`src/design/fe_cfg_pkg.sv`:
```
/* fetch unit constants; every fetch is one aligned 32-bit word
   credit counter must be wide enough to hold FETCH_CREDITS */
`default_nettype none

package fe_cfg_pkg;

  // address and instruction datapath
  localparam int XLEN = 32;
  localparam int INST_BYTES = 4;
  // byte offset bits inside one fetch word
  localparam int OFF_W = $clog2(INST_BYTES);
  localparam logic [XLEN-1:0] PC_RESET = 32'h0000_1000;

  // instruction buffer slots owned after reset
  localparam int FETCH_CREDITS = 4;
  localparam int CREDIT_W = 3;

  // direct-mapped btb geometry
  localparam int BTB_ENTRIES = 16;
  localparam int BTB_IDX_W = 4;
  localparam int BTB_TAG_W = XLEN - BTB_IDX_W - OFF_W;

  // commit cause and delegation
  localparam int CAUSE_W = 5;
  localparam int DELEG_W = 16;

endpackage

`default_nettype wire

```
`src/design/fe_types_pkg.sv`:
```
/* codes 16 to 19 are internal flush and return kinds, not RISC-V causes
   the commit interrupt flag decides which union member is meaningful */
`default_nettype none

package fe_types_pkg;

  // ==============================
  // synchronous exception codes
  // ==============================
  typedef enum logic [fe_cfg_pkg::CAUSE_W-1:0] {
    inst_addr_misalign  = 5'd0,
    inst_acc_fault      = 5'd1,
    illegal_inst        = 5'd2,
    breakpoint          = 5'd3,
    load_addr_misalign  = 5'd4,
    load_acc_fault      = 5'd5,
    stamo_addr_misalign = 5'd6,
    stamo_acc_fault     = 5'd7,
    ecall_u             = 5'd8,
    ecall_s             = 5'd9,
    ecall_m             = 5'd11,
    inst_page_fault     = 5'd12,
    load_page_fault     = 5'd13,
    stamo_page_fault    = 5'd15,
    // pseudo codes for pipeline flushes and xret
    silent_flush        = 5'd16,
    another_flush       = 5'd17,
    mret                = 5'd18,
    sret                = 5'd19
  } exc_code_e;

  // ==============================
  // interrupt codes
  // ==============================
  typedef enum logic [fe_cfg_pkg::CAUSE_W-1:0] {
    s_soft  = 5'd1,
    m_soft  = 5'd3,
    s_timer = 5'd5,
    m_timer = 5'd7,
    s_ext   = 5'd9,
    m_ext   = 5'd11
  } irq_code_e;

  // one cause word, two readings
  typedef union packed {
    exc_code_e exc;
    irq_code_e irq;
  } cause_u;

endpackage

`default_nettype wire

```
`src/design/btb.sv`:
```
/* direct mapped, full tag; lookup result is registered and valid one cycle later
   a lookup in the same cycle as an update sees the old entry */
`timescale 1ns/1ps
`default_nettype none

module btb (
  input  logic                        i_clk,
  input  logic                        i_reset_n,
  input  logic                        i_lookup_valid,
  input  logic [fe_cfg_pkg::XLEN-1:0] i_lookup_pc,
  input  logic                        i_br_valid,
  input  logic                        i_br_mispredict,
  input  logic                        i_br_taken,
  input  logic [fe_cfg_pkg::XLEN-1:0] i_br_pc,
  input  logic [fe_cfg_pkg::XLEN-1:0] i_br_target,
  output logic                        o_pred_taken,
  output logic [fe_cfg_pkg::XLEN-1:0] o_pred_target
);

  logic [fe_cfg_pkg::BTB_ENTRIES-1:0] r_valid;
  logic [fe_cfg_pkg::BTB_TAG_W-1:0]   r_tag    [fe_cfg_pkg::BTB_ENTRIES];
  logic [fe_cfg_pkg::XLEN-1:0]        r_target [fe_cfg_pkg::BTB_ENTRIES];

  logic [fe_cfg_pkg::BTB_IDX_W-1:0]   w_lk_idx;
  logic [fe_cfg_pkg::BTB_TAG_W-1:0]   w_lk_tag;
  logic [fe_cfg_pkg::BTB_IDX_W-1:0]   w_up_idx;
  logic [fe_cfg_pkg::BTB_TAG_W-1:0]   w_up_tag;
  logic                               w_lk_hit;
  logic                               w_up_write;
  logic                               w_up_inval;

  // index just above the byte offset
  assign w_lk_idx = i_lookup_pc[fe_cfg_pkg::OFF_W +: fe_cfg_pkg::BTB_IDX_W];
  assign w_lk_tag = i_lookup_pc[fe_cfg_pkg::XLEN-1 -: fe_cfg_pkg::BTB_TAG_W];
  assign w_up_idx = i_br_pc[fe_cfg_pkg::OFF_W +: fe_cfg_pkg::BTB_IDX_W];
  assign w_up_tag = i_br_pc[fe_cfg_pkg::XLEN-1 -: fe_cfg_pkg::BTB_TAG_W];

  assign w_lk_hit   = r_valid[w_lk_idx] & (r_tag[w_lk_idx] == w_lk_tag);
  // taken branches allocate
  assign w_up_write = i_br_valid & i_br_taken;
  // a wrong taken guess for this very pc drops the entry
  assign w_up_inval = i_br_valid & i_br_mispredict & ~i_br_taken &
                      (r_tag[w_up_idx] == w_up_tag);

  // ==============================
  // entry valid bits
  // ==============================
  always_ff @(posedge i_clk or negedge i_reset_n) begin
    if (!i_reset_n) begin
      r_valid <= '0;
    end else if (w_up_write) begin
      r_valid[w_up_idx] <= 1'b1;
    end else if (w_up_inval) begin
      r_valid[w_up_idx] <= 1'b0;
    end
  end

  // tag and target storage
  always_ff @(posedge i_clk) begin
    if (w_up_write) begin
      r_tag[w_up_idx]    <= w_up_tag;
      r_target[w_up_idx] <= i_br_target;
    end
  end

  // ==============================
  // f1 result
  // ==============================
  always_ff @(posedge i_clk or negedge i_reset_n) begin
    if (!i_reset_n) begin
      o_pred_taken <= 1'b0;
    end else begin
      o_pred_taken <= i_lookup_valid & w_lk_hit;
    end
  end

  always_ff @(posedge i_clk) begin
    o_pred_target <= r_target[w_lk_idx];
  end

endmodule

`default_nettype wire

```
`src/design/fe_top.sv`:
```
/* fetch frontend top; instruction memory answers exactly one cycle after a request
   instruction buffer returns one credit pulse per freed slot */
`timescale 1ns/1ps
`default_nettype none

module fe_top (
  input  logic                               i_clk,
  input  logic                               i_reset_n,
  // commit flush
  input  logic                               i_commit_valid,
  input  logic                               i_commit_is_int,
  input  fe_types_pkg::cause_u               i_commit_cause,
  input  logic [fe_cfg_pkg::XLEN-1:0]        i_commit_epc,
  // csr state
  input  logic [fe_cfg_pkg::XLEN-1:0]        i_mtvec,
  input  logic [fe_cfg_pkg::XLEN-1:0]        i_stvec,
  input  logic [fe_cfg_pkg::XLEN-1:0]        i_mepc,
  input  logic [fe_cfg_pkg::XLEN-1:0]        i_sepc,
  input  logic [fe_cfg_pkg::DELEG_W-1:0]     i_medeleg,
  // branch resolution
  input  logic                               i_br_valid,
  input  logic                               i_br_mispredict,
  input  logic                               i_br_taken,
  input  logic [fe_cfg_pkg::XLEN-1:0]        i_br_pc,
  input  logic [fe_cfg_pkg::XLEN-1:0]        i_br_target,
  // instruction memory
  output logic                               o_imem_req_valid,
  output logic [fe_cfg_pkg::XLEN-1:0]        o_imem_req_addr,
  input  logic [fe_cfg_pkg::XLEN-1:0]        i_imem_rdata,
  // instruction buffer
  output logic                               o_ibuf_valid,
  output logic [fe_cfg_pkg::XLEN-1:0]        o_ibuf_pc,
  output logic [fe_cfg_pkg::XLEN-1:0]        o_ibuf_inst,
  input  logic                               i_ibuf_credit
);

  // ==============================
  // internal nets
  // ==============================
  logic                        w_trap_valid;
  logic [fe_cfg_pkg::XLEN-1:0] w_trap_pc;
  logic                        w_kill;
  logic                        w_f1_valid;
  logic                        w_f2_valid;
  logic                        w_pred_taken;
  logic [fe_cfg_pkg::XLEN-1:0] w_pred_target;

  // commit flush to redirect address
  trap_vector_sel u_trap_vector_sel (
    .i_commit_valid  (i_commit_valid),
    .i_commit_is_int (i_commit_is_int),
    .i_commit_cause  (i_commit_cause),
    .i_commit_epc    (i_commit_epc),
    .i_mtvec         (i_mtvec),
    .i_stvec         (i_stvec),
    .i_mepc          (i_mepc),
    .i_sepc          (i_sepc),
    .i_medeleg       (i_medeleg),
    .o_trap_valid    (w_trap_valid),
    .o_trap_pc       (w_trap_pc)
  );

  // f0 pc, request issue, credits
  fetch_pc_ctrl u_fetch_pc_ctrl (
    .i_clk           (i_clk),
    .i_reset_n       (i_reset_n),
    .i_trap_valid    (w_trap_valid),
    .i_trap_pc       (w_trap_pc),
    .i_br_valid      (i_br_valid),
    .i_br_mispredict (i_br_mispredict),
    .i_br_taken      (i_br_taken),
    .i_br_pc         (i_br_pc),
    .i_br_target     (i_br_target),
    .i_pred_taken    (w_pred_taken),
    .i_pred_target   (w_pred_target),
    .i_f1_valid      (w_f1_valid),
    .i_f2_valid      (w_f2_valid),
    .i_ibuf_credit   (i_ibuf_credit),
    .o_req_valid     (o_imem_req_valid),
    .o_req_pc        (o_imem_req_addr),
    .o_kill          (w_kill)
  );

  // f1 and f2 stages
  fetch_pipe u_fetch_pipe (
    .i_clk        (i_clk),
    .i_reset_n    (i_reset_n),
    .i_req_valid  (o_imem_req_valid),
    .i_req_pc     (o_imem_req_addr),
    .i_kill       (w_kill),
    .i_imem_rdata (i_imem_rdata),
    .o_f1_valid   (w_f1_valid),
    .o_f2_valid   (w_f2_valid),
    .o_ibuf_valid (o_ibuf_valid),
    .o_ibuf_pc    (o_ibuf_pc),
    .o_ibuf_inst  (o_ibuf_inst)
  );

  // looked up with the f0 request, answers in f1
  btb u_btb (
    .i_clk           (i_clk),
    .i_reset_n       (i_reset_n),
    .i_lookup_valid  (o_imem_req_valid),
    .i_lookup_pc     (o_imem_req_addr),
    .i_br_valid      (i_br_valid),
    .i_br_mispredict (i_br_mispredict),
    .i_br_taken      (i_br_taken),
    .i_br_pc         (i_br_pc),
    .i_br_target     (i_br_target),
    .o_pred_taken    (w_pred_taken),
    .o_pred_target   (w_pred_target)
  );

endmodule

`default_nettype wire

```
`src/design/fetch_pc_ctrl.sv`:
```
/* redirect priority is commit, then branch mispredict, then btb, then sequential
   a request issues only when every in-flight item already holds a credit */
`timescale 1ns/1ps
`default_nettype none

module fetch_pc_ctrl (
  input  logic                        i_clk,
  input  logic                        i_reset_n,
  input  logic                        i_trap_valid,
  input  logic [fe_cfg_pkg::XLEN-1:0] i_trap_pc,
  input  logic                        i_br_valid,
  input  logic                        i_br_mispredict,
  input  logic                        i_br_taken,
  input  logic [fe_cfg_pkg::XLEN-1:0] i_br_pc,
  input  logic [fe_cfg_pkg::XLEN-1:0] i_br_target,
  input  logic                        i_pred_taken,
  input  logic [fe_cfg_pkg::XLEN-1:0] i_pred_target,
  input  logic                        i_f1_valid,
  input  logic                        i_f2_valid,
  input  logic                        i_ibuf_credit,
  output logic                        o_req_valid,
  output logic [fe_cfg_pkg::XLEN-1:0] o_req_pc,
  output logic                        o_kill
);

  logic [fe_cfg_pkg::XLEN-1:0]     r_pc;
  logic [fe_cfg_pkg::XLEN-1:0]     w_pc_next;
  logic [fe_cfg_pkg::XLEN-1:0]     w_br_redirect_pc;
  logic [fe_cfg_pkg::CREDIT_W-1:0] r_credits;
  logic [fe_cfg_pkg::CREDIT_W-1:0] w_inflight;
  logic                            r_run;
  logic                            w_br_redirect;
  logic                            w_can_issue;
  logic                            w_deliver;

  // ==============================
  // redirect and kill
  // ==============================
  assign w_br_redirect = i_br_valid & i_br_mispredict;
  // any redirect flushes both younger stages
  assign o_kill = i_trap_valid | w_br_redirect;

  // not-taken mispredict resumes after the branch
  assign w_br_redirect_pc = i_br_taken ? i_br_target :
                            i_br_pc + (fe_cfg_pkg::XLEN)'(fe_cfg_pkg::INST_BYTES);

  // ==============================
  // request issue
  // ==============================
  // items in f1/f2 still owe a slot
  assign w_inflight = (fe_cfg_pkg::CREDIT_W)'(i_f1_valid) +
                      (fe_cfg_pkg::CREDIT_W)'(i_f2_valid);
  assign w_can_issue = r_credits > w_inflight;

  // hold the request while redirecting or turning to a predicted target
  assign o_req_valid = r_run & w_can_issue & ~o_kill & ~i_pred_taken;
  assign o_req_pc = r_pc;

  // f2 item leaves this cycle unless flushed
  assign w_deliver = i_f2_valid & ~o_kill;

  // next f0 pc
  always_comb begin
    if (i_trap_valid) begin
      w_pc_next = i_trap_pc;
    end else if (w_br_redirect) begin
      w_pc_next = w_br_redirect_pc;
    end else if (i_pred_taken) begin
      w_pc_next = i_pred_target;
    end else if (o_req_valid) begin
      w_pc_next = r_pc + (fe_cfg_pkg::XLEN)'(fe_cfg_pkg::INST_BYTES);
    end else begin
      // pc holds while out of credit
      w_pc_next = r_pc;
    end
  end

  // ==============================
  // state
  // ==============================
  always_ff @(posedge i_clk or negedge i_reset_n) begin
    if (!i_reset_n) begin
      r_run     <= 1'b0;
      r_pc      <= fe_cfg_pkg::PC_RESET;
      r_credits <= (fe_cfg_pkg::CREDIT_W)'(fe_cfg_pkg::FETCH_CREDITS);
    end else begin
      // first request one cycle after release
      r_run     <= 1'b1;
      r_pc      <= w_pc_next;
      // spend on delivery, refill on buffer pulse
      r_credits <= r_credits - (fe_cfg_pkg::CREDIT_W)'(w_deliver) +
                   (fe_cfg_pkg::CREDIT_W)'(i_ibuf_credit);
    end
  end

endmodule

`default_nettype wire

```
`src/design/fetch_pipe.sv`:
```
/* at most two items in flight; memory data must arrive while the item sits in f1
   a killed f2 item is never presented to the instruction buffer */
`timescale 1ns/1ps
`default_nettype none

module fetch_pipe (
  input  logic                        i_clk,
  input  logic                        i_reset_n,
  input  logic                        i_req_valid,
  input  logic [fe_cfg_pkg::XLEN-1:0] i_req_pc,
  input  logic                        i_kill,
  input  logic [fe_cfg_pkg::XLEN-1:0] i_imem_rdata,
  output logic                        o_f1_valid,
  output logic                        o_f2_valid,
  output logic                        o_ibuf_valid,
  output logic [fe_cfg_pkg::XLEN-1:0] o_ibuf_pc,
  output logic [fe_cfg_pkg::XLEN-1:0] o_ibuf_inst
);

  logic                        r_f1_valid;
  logic [fe_cfg_pkg::XLEN-1:0] r_f1_pc;
  logic                        r_f2_valid;
  logic [fe_cfg_pkg::XLEN-1:0] r_f2_pc;
  logic [fe_cfg_pkg::XLEN-1:0] r_f2_inst;

  // ==============================
  // stage valids
  // ==============================
  always_ff @(posedge i_clk or negedge i_reset_n) begin
    if (!i_reset_n) begin
      r_f1_valid <= 1'b0;
      r_f2_valid <= 1'b0;
    end else begin
      // kill drops both stages at the edge
      r_f1_valid <= i_req_valid & ~i_kill;
      r_f2_valid <= r_f1_valid & ~i_kill;
    end
  end

  // ==============================
  // stage payload
  // ==============================
  always_ff @(posedge i_clk) begin
    if (i_req_valid) begin
      r_f1_pc <= i_req_pc;
    end
    // read data lines up with the f1 item
    if (r_f1_valid) begin
      r_f2_pc   <= r_f1_pc;
      r_f2_inst <= i_imem_rdata;
    end
  end

  assign o_f1_valid = r_f1_valid;
  assign o_f2_valid = r_f2_valid;

  // instruction buffer side
  assign o_ibuf_valid = r_f2_valid & ~i_kill;
  assign o_ibuf_pc    = r_f2_pc;
  assign o_ibuf_inst  = r_f2_inst;

endmodule

`default_nettype wire

```
`src/design/trap_vector_sel.sv`:
```
/* purely combinational; interrupts use direct-mode mtvec plus four times the cause
   exception codes above 15 never delegate */
`timescale 1ns/1ps
`default_nettype none

module trap_vector_sel (
  input  logic                           i_commit_valid,
  input  logic                           i_commit_is_int,
  input  fe_types_pkg::cause_u           i_commit_cause,
  input  logic [fe_cfg_pkg::XLEN-1:0]    i_commit_epc,
  input  logic [fe_cfg_pkg::XLEN-1:0]    i_mtvec,
  input  logic [fe_cfg_pkg::XLEN-1:0]    i_stvec,
  input  logic [fe_cfg_pkg::XLEN-1:0]    i_mepc,
  input  logic [fe_cfg_pkg::XLEN-1:0]    i_sepc,
  input  logic [fe_cfg_pkg::DELEG_W-1:0] i_medeleg,
  output logic                           o_trap_valid,
  output logic [fe_cfg_pkg::XLEN-1:0]    o_trap_pc
);

  logic [fe_cfg_pkg::CAUSE_W-1:0] w_exc_raw;
  logic [fe_cfg_pkg::XLEN-1:0]    w_int_base;
  logic [fe_cfg_pkg::XLEN-1:0]    w_int_off;
  logic                           w_delegated;

  assign o_trap_valid = i_commit_valid;

  // ==============================
  // interrupt reading
  // ==============================
  // mode bit dropped from the vector base
  assign w_int_base = {i_mtvec[fe_cfg_pkg::XLEN-1:1], 1'b0};
  assign w_int_off  = (fe_cfg_pkg::XLEN)'({i_commit_cause.irq, 2'b00});

  // ==============================
  // exception reading
  // ==============================
  assign w_exc_raw = i_commit_cause.exc;
  // only real exception codes 0..15 look at their medeleg bit
  assign w_delegated = ~w_exc_raw[fe_cfg_pkg::CAUSE_W-1] &
                       i_medeleg[w_exc_raw[fe_cfg_pkg::CAUSE_W-2:0]];

  always_comb begin
    o_trap_pc = i_mtvec;
    if (i_commit_is_int) begin
      o_trap_pc = w_int_base + w_int_off;
    end else begin
      case (i_commit_cause.exc)
        // refetch after the flushing instruction
        fe_types_pkg::silent_flush: begin
          o_trap_pc = i_commit_epc + (fe_cfg_pkg::XLEN)'(fe_cfg_pkg::INST_BYTES);
        end
        // refetch the flushing instruction itself
        fe_types_pkg::another_flush: begin
          o_trap_pc = i_commit_epc;
        end
        fe_types_pkg::mret: begin
          o_trap_pc = i_mepc;
        end
        fe_types_pkg::sret: begin
          o_trap_pc = i_sepc;
        end
        default: begin
          // delegated traps go to supervisor handler
          o_trap_pc = w_delegated ? i_stvec : i_mtvec;
        end
      endcase
    end
  end

endmodule

`default_nettype wire

```
`config.mk`:
```
export PLATFORM = sky130hd
export DESIGN_NAME = fe_top
export DESIGN_NICKNAME = d
export VERILOG_FILES = /design/src/design/fe_cfg_pkg.sv /design/src/design/fe_types_pkg.sv /design/src/design/btb.sv /design/src/design/fe_top.sv /design/src/design/fetch_pc_ctrl.sv /design/src/design/fetch_pipe.sv /design/src/design/trap_vector_sel.sv
export SDC_FILE = /design/constraint.sdc
export NUM_CORES = 2
export LEC_CHECK = 0
export ABC_AREA = 1
export BUFFER_PORTS_ARGS = -buffer_cell sky130_fd_sc_hd__buf_2
export CORE_MARGIN = 4
export CORE_UTILIZATION = 45
export DETAILED_ROUTE_END_ITERATION = 8
export GPL_ROUTABILITY_DRIVEN = 0
export SETUP_SLACK_MARGIN = 0.5
export SYNTH_ARGS = -nofsm -noshare
export SYNTH_HDL_FRONTEND = slang
export SYNTH_SLANG_ARGS = --single-unit
```
`constraint.sdc`:
```
create_clock -name i_clk -period 4.51 [get_ports i_clk]
set_input_delay 0.6765 -clock i_clk [delete_from_list [all_inputs] [get_ports i_clk]]
set_output_delay 0.6765 -clock i_clk [all_outputs]
set_load 0.01 [all_outputs]
```
==> impl_summary.txt <==
----------------------------------------------------
[Outcome]
  Result of the run ... finished, final reports clean

[Route]
  Number of search-and-repair iterations in the first detailed-routing pass ... 8
  Drt wl/cell ... 24.55 µm
  Antenna violation net count after detailed routing ... 0
  Via/cell ratio ... 5.852
  Vias ... 44,450
  DRC Markers ... 0
  Detailed router's first-iteration violation count ... 5,945
  Final wirelength ... 186,400 µm

[Cells and area]
  Fraction of final layout cells with drive strength greater than 1 ... 12.27%
  Final-stage net count ... 6,251
  Area added between synthesis and finish ... 14.50%
  Share of the core filled with cells ... 51.95%

[Setup path]
  Cell depth of the worst flop-to-flop path ... 13
  Worst Setup Start Kind ... flop
  Largest driver fanout on the critical path ... 14
  Register-to-register setup slack ... 1.28 ns
  Required arrival time at the worst endpoint ... 3.83 ns
  Reg-to-reg endpoint ... u_fetch_pc_ctrl.o_req_pc[18]$_DFFE_PN0P_
  Startpoint-to-endpoint class of the critical path ... reg -> out
  Category of the worst setup path capture point ... output pin
  Arrival time at the worst endpoint ... 2.70 ns
  Worst reg2reg startpoint ... u_fetch_pc_ctrl.o_req_pc[2]$_DFFE_PN0P_

[Clock network]
  Inserted Clock Buffers ... 116
  Count of H-tree levels built during CTS ... 3
  Clock tree from TritonCTS ... built
  Maximum count of clock buffers along a single path ... 3
  Post-CTS clock slew at the launch and capture registers of the worst setup and hold paths ... 0.06 ns
  Clock latency at the later pin of the worst-skew pair ... 0.72 ns
  Post-CTS Repair Setup Buffers ... 0
  Root buffer cell ... sky130_fd_sc_hd__clkbuf_16
  Count of clock tree sinks ... 1,111

[Global route]
  Wire length of the first global-routing pass ... 272,400 µm
  Initial antenna violation count ... 20
  Total congestion overflow after global routing ... 0
  Via count of the first global-routing pass ... 40,930
  Gr usage total ... 28.93%
  Maximum number of pins on one net before global-route repair ... 156

[Pwr]
  Pleak ... 0.02392 µW
  Worst-case vdd ir drop ... 0.3961 mV
  PwrDens ... 484.1 nW/µm²

[Synth]
  Cell types with the highest counts after synthesis ... sky130_fd_sc_hd__nand2_1 (1,264), sky130_fd_sc_hd__edfxtp_1 (1,024), sky130_fd_sc_hd__nor2_1 (667)
  Most numerous cell in the Yosys netlist ... sky130_fd_sc_hd__nand2_1
  Async set-reset flop share out of synthesis ... 4.950%
  Cell area after synthesis ... 53,640 µm²
  Syn nets ... 5,948
  Proportion of synthesized chip area in sequential cells ... 61.09%
  Total of flip-flops plus latches after synthesis ... 1,111
  Synth area leaders ... sky130_fd_sc_hd__edfxtp_1 (57%), sky130_fd_sc_hd__nand2_1 (8.8%), sky130_fd_sc_hd__o21ai_0 (5.6%), sky130_fd_sc_hd__nor2_1 (4.7%), sky130_fd_sc_hd__nand3_1 (3.8%)
  Most used flip-flop cell after synthesis ... sky130_fd_sc_hd__edfxtp_1
  Netlist cell types ... 49
  Cell accounting for the most synthesized area ... sky130_fd_sc_hd__edfxtp_1
  Post-synthesis instance total ... 5,645
  Area share of the largest cell type after synthesis ... 57.33%
  Count of synthesis-stage warnings from yosys ... 0
  Number of enable flip-flop cells after synthesis ... 1,024
  Avg Synthesized Cell Area ... 9.502 µm²

[Timing]
  RSZ-0062 raised after global routing ... false
  Relative slew slack ... 33.05%
  Clock period minus final worst setup slack ... 3.374 ns
  Highest attainable clock frequency ... 296.4 MHz
  Slew at the pin closest to its max-slew limit ... 1.002 ns
  Endpoints failing setup ... 0
  Final WS setup ... 1.136 ns
  Share of the clock period used by the worst path after layout ... 74.80%
  Count of final max-slew check failures ... 0
  Final number of hold-violating endpoints ... 0
  Final total negative setup slack ... 0 ns
  Post-Route Skew ... 0.02262 ns
  Hold slack final ... 0.1314 ns

[Hold path]
  Hold Path End ... u_fetch_pipe.o_ibuf_inst[19]$_DFFE_PP_
  Hold Path Cell Cnt ... 1
  Hold path start ... i_imem_rdata[19]
  Hold Path Class ... in -> reg

[Die]
  Die outline width ... 353.3 µm
  Count of boundary I/O pins ... 383
  CORE AREA ... 118,200 µm²
  Die area ... 124,800 µm²
  Row Count ... 126
  Die Height ... 353.3 µm
  Starting density of the core ... 45.37%

[Placed design]
  Count of port buffers added during placement ... 382
  Dpl hpwl ... 121,600 µm
  Minimum setup slack after placement ... 0.8958 ns

[Flow run]
  Number of max-capacitance violations reported ... 0

----------------------------------------------------
[cells by family (layout without fill, tap and decap cells)]
| group | Yosys count | in the layout | synth area share [%] |
|---|---|---|---|
| AND/OR/NAND/NOR | 2474 | 2474 | 18.90 |
| other | 1 | 13 | 0.006991 |
| adder cells (fa/ha/maj) | 18 | 18 | 0.4479 |
| flip-flops | 1111 | 1111 | 61.09 |
| buffers and inverters | 818 | 1220 | 6.394 |
| XOR/XNOR | 51 | 51 | 0.8327 |
| AO/OA/AOI/OAI | 1172 | 1172 | 12.33 |
[cell usage in the layout, fill, tap and decap left out, types with 8 or more instances in the layout]
cell type,n
sky130_fd_sc_hd__nand2_1,1264
sky130_fd_sc_hd__inv_1,465
sky130_fd_sc_hd__clkbuf_8,11
sky130_fd_sc_hd__clkinv_2,18
sky130_fd_sc_hd__diode_2,12
sky130_fd_sc_hd__clkbuf_1,30
sky130_fd_sc_hd__a21oi_1,242
sky130_fd_sc_hd__clkbuf_16,117
sky130_fd_sc_hd__nor2_1,664
sky130_fd_sc_hd__nand3_2,12
sky130_fd_sc_hd__buf_4,87
sky130_fd_sc_hd__dfrtp_1,49
sky130_fd_sc_hd__o21ai_1,29
sky130_fd_sc_hd__buf_2,380
sky130_fd_sc_hd__edfxtp_1,1024
sky130_fd_sc_hd__nand4_1,37
sky130_fd_sc_hd__ha_1,16
sky130_fd_sc_hd__o21ai_0,599
sky130_fd_sc_hd__xor2_1,44
sky130_fd_sc_hd__buf_12,39
sky130_fd_sc_hd__nor3_1,55
sky130_fd_sc_hd__a221oi_1,13
sky130_fd_sc_hd__nand3_1,406
sky130_fd_sc_hd__dfxtp_1,32
sky130_fd_sc_hd__clkinv_1,21
sky130_fd_sc_hd__o211ai_1,120
sky130_fd_sc_hd__bufinv_16,16
sky130_fd_sc_hd__or2_2,8
sky130_fd_sc_hd__inv_4,16
sky130_fd_sc_hd__o221ai_1,56
sky130_fd_sc_hd__o22ai_1,81
[routing by layer]
metal  up-vias  track usage [%]  wire [µm]
met3       428            5.614      19360
li1      20120                -          -
met5         -                0         27
met4         4            11.96       8392
met2      2502            43.98      82790
met1     21400            40.81      75880
[critical path, cell delays in order (launching register included)]
cell,delay (ns)
sky130_fd_sc_hd__dfrtp_1,0.36
sky130_fd_sc_hd__buf_4,0.20
sky130_fd_sc_hd__nor2_1,0.18
sky130_fd_sc_hd__inv_1,0.18
sky130_fd_sc_hd__nor2_1,0.46
sky130_fd_sc_hd__inv_1,0.17
sky130_fd_sc_hd__nor2_4,0.24
sky130_fd_sc_hd__buf_2,0.19
[power breakdown]
group	internal (µW)	total (µW)	switching (µW)
sequential	11800	12500	663
combinational	2090	7350	5260
clock	5870	9910	4040
[sequential cells by signal (all words and copies together), names as in the netlist, named ones only]
| signal | count |
|---|---|
| u_fetch_pipe.o_f1_valid | 1 |
| u_btb.o_pred_target | 32 |
| u_fetch_pc_ctrl.r_run | 1 |
| u_fetch_pipe.r_f1_pc | 32 |
| u_fetch_pc_ctrl.o_req_pc | 32 |
| u_btb.r_target | 512 |
| u_btb.o_pred_taken | 1 |
| u_fetch_pipe.o_ibuf_pc | 32 |
| u_fetch_pipe.o_f2_valid | 1 |
| u_btb.r_tag | 416 |
| u_fetch_pc_ctrl.r_credits | 3 |
| u_fetch_pipe.o_ibuf_inst | 32 |
[repair_timing]
action | CTS | global route
gates resized for setup | 0 | 0
setup endpoints to repair | 0 | 0
endpoints found under the hold margin | 1 | 0
hold buffers | 1 | 0
[per-stage QoR]
step,power [µW],std cells,cell area [µm²]
final,29740,7595,61420
after global routing,31000,7593,61420
after CTS,29740,7583,61390
after detailed placement,19890,7365,57440
after global placement,19820,7365,57440
after floorplan,16720,5645,53650
[worst max-delay path by stage]
stage | end | from
floorplan | o_imem_req_valid | u_fetch_pipe.o_f1_valid$_DFF_PN0_
global placement | flop | i_br_pc[2]
detailed placement | flop | i_br_pc[2]
CTS | o_imem_req_valid | u_btb.o_pred_taken$_DFF_PN0_
global route | o_imem_req_valid | u_btb.o_pred_taken$_DFF_PN0_
finish | o_imem_req_valid | u_btb.o_pred_taken$_DFF_PN0_
[layout make-up]
cell class                 instances  area (µm²)
clock buffer                     158        3192
fill                           10660       56820
sequential                      1111       32780
antenna                           12       30.03
inverter                         495        1909
tap                             1536        1922
clock inverter                    59       750.7
multi-input combinational       3716       17470
timing repair buffer             508        3361
Note: power is estimated with default switching activity, not from simulation.
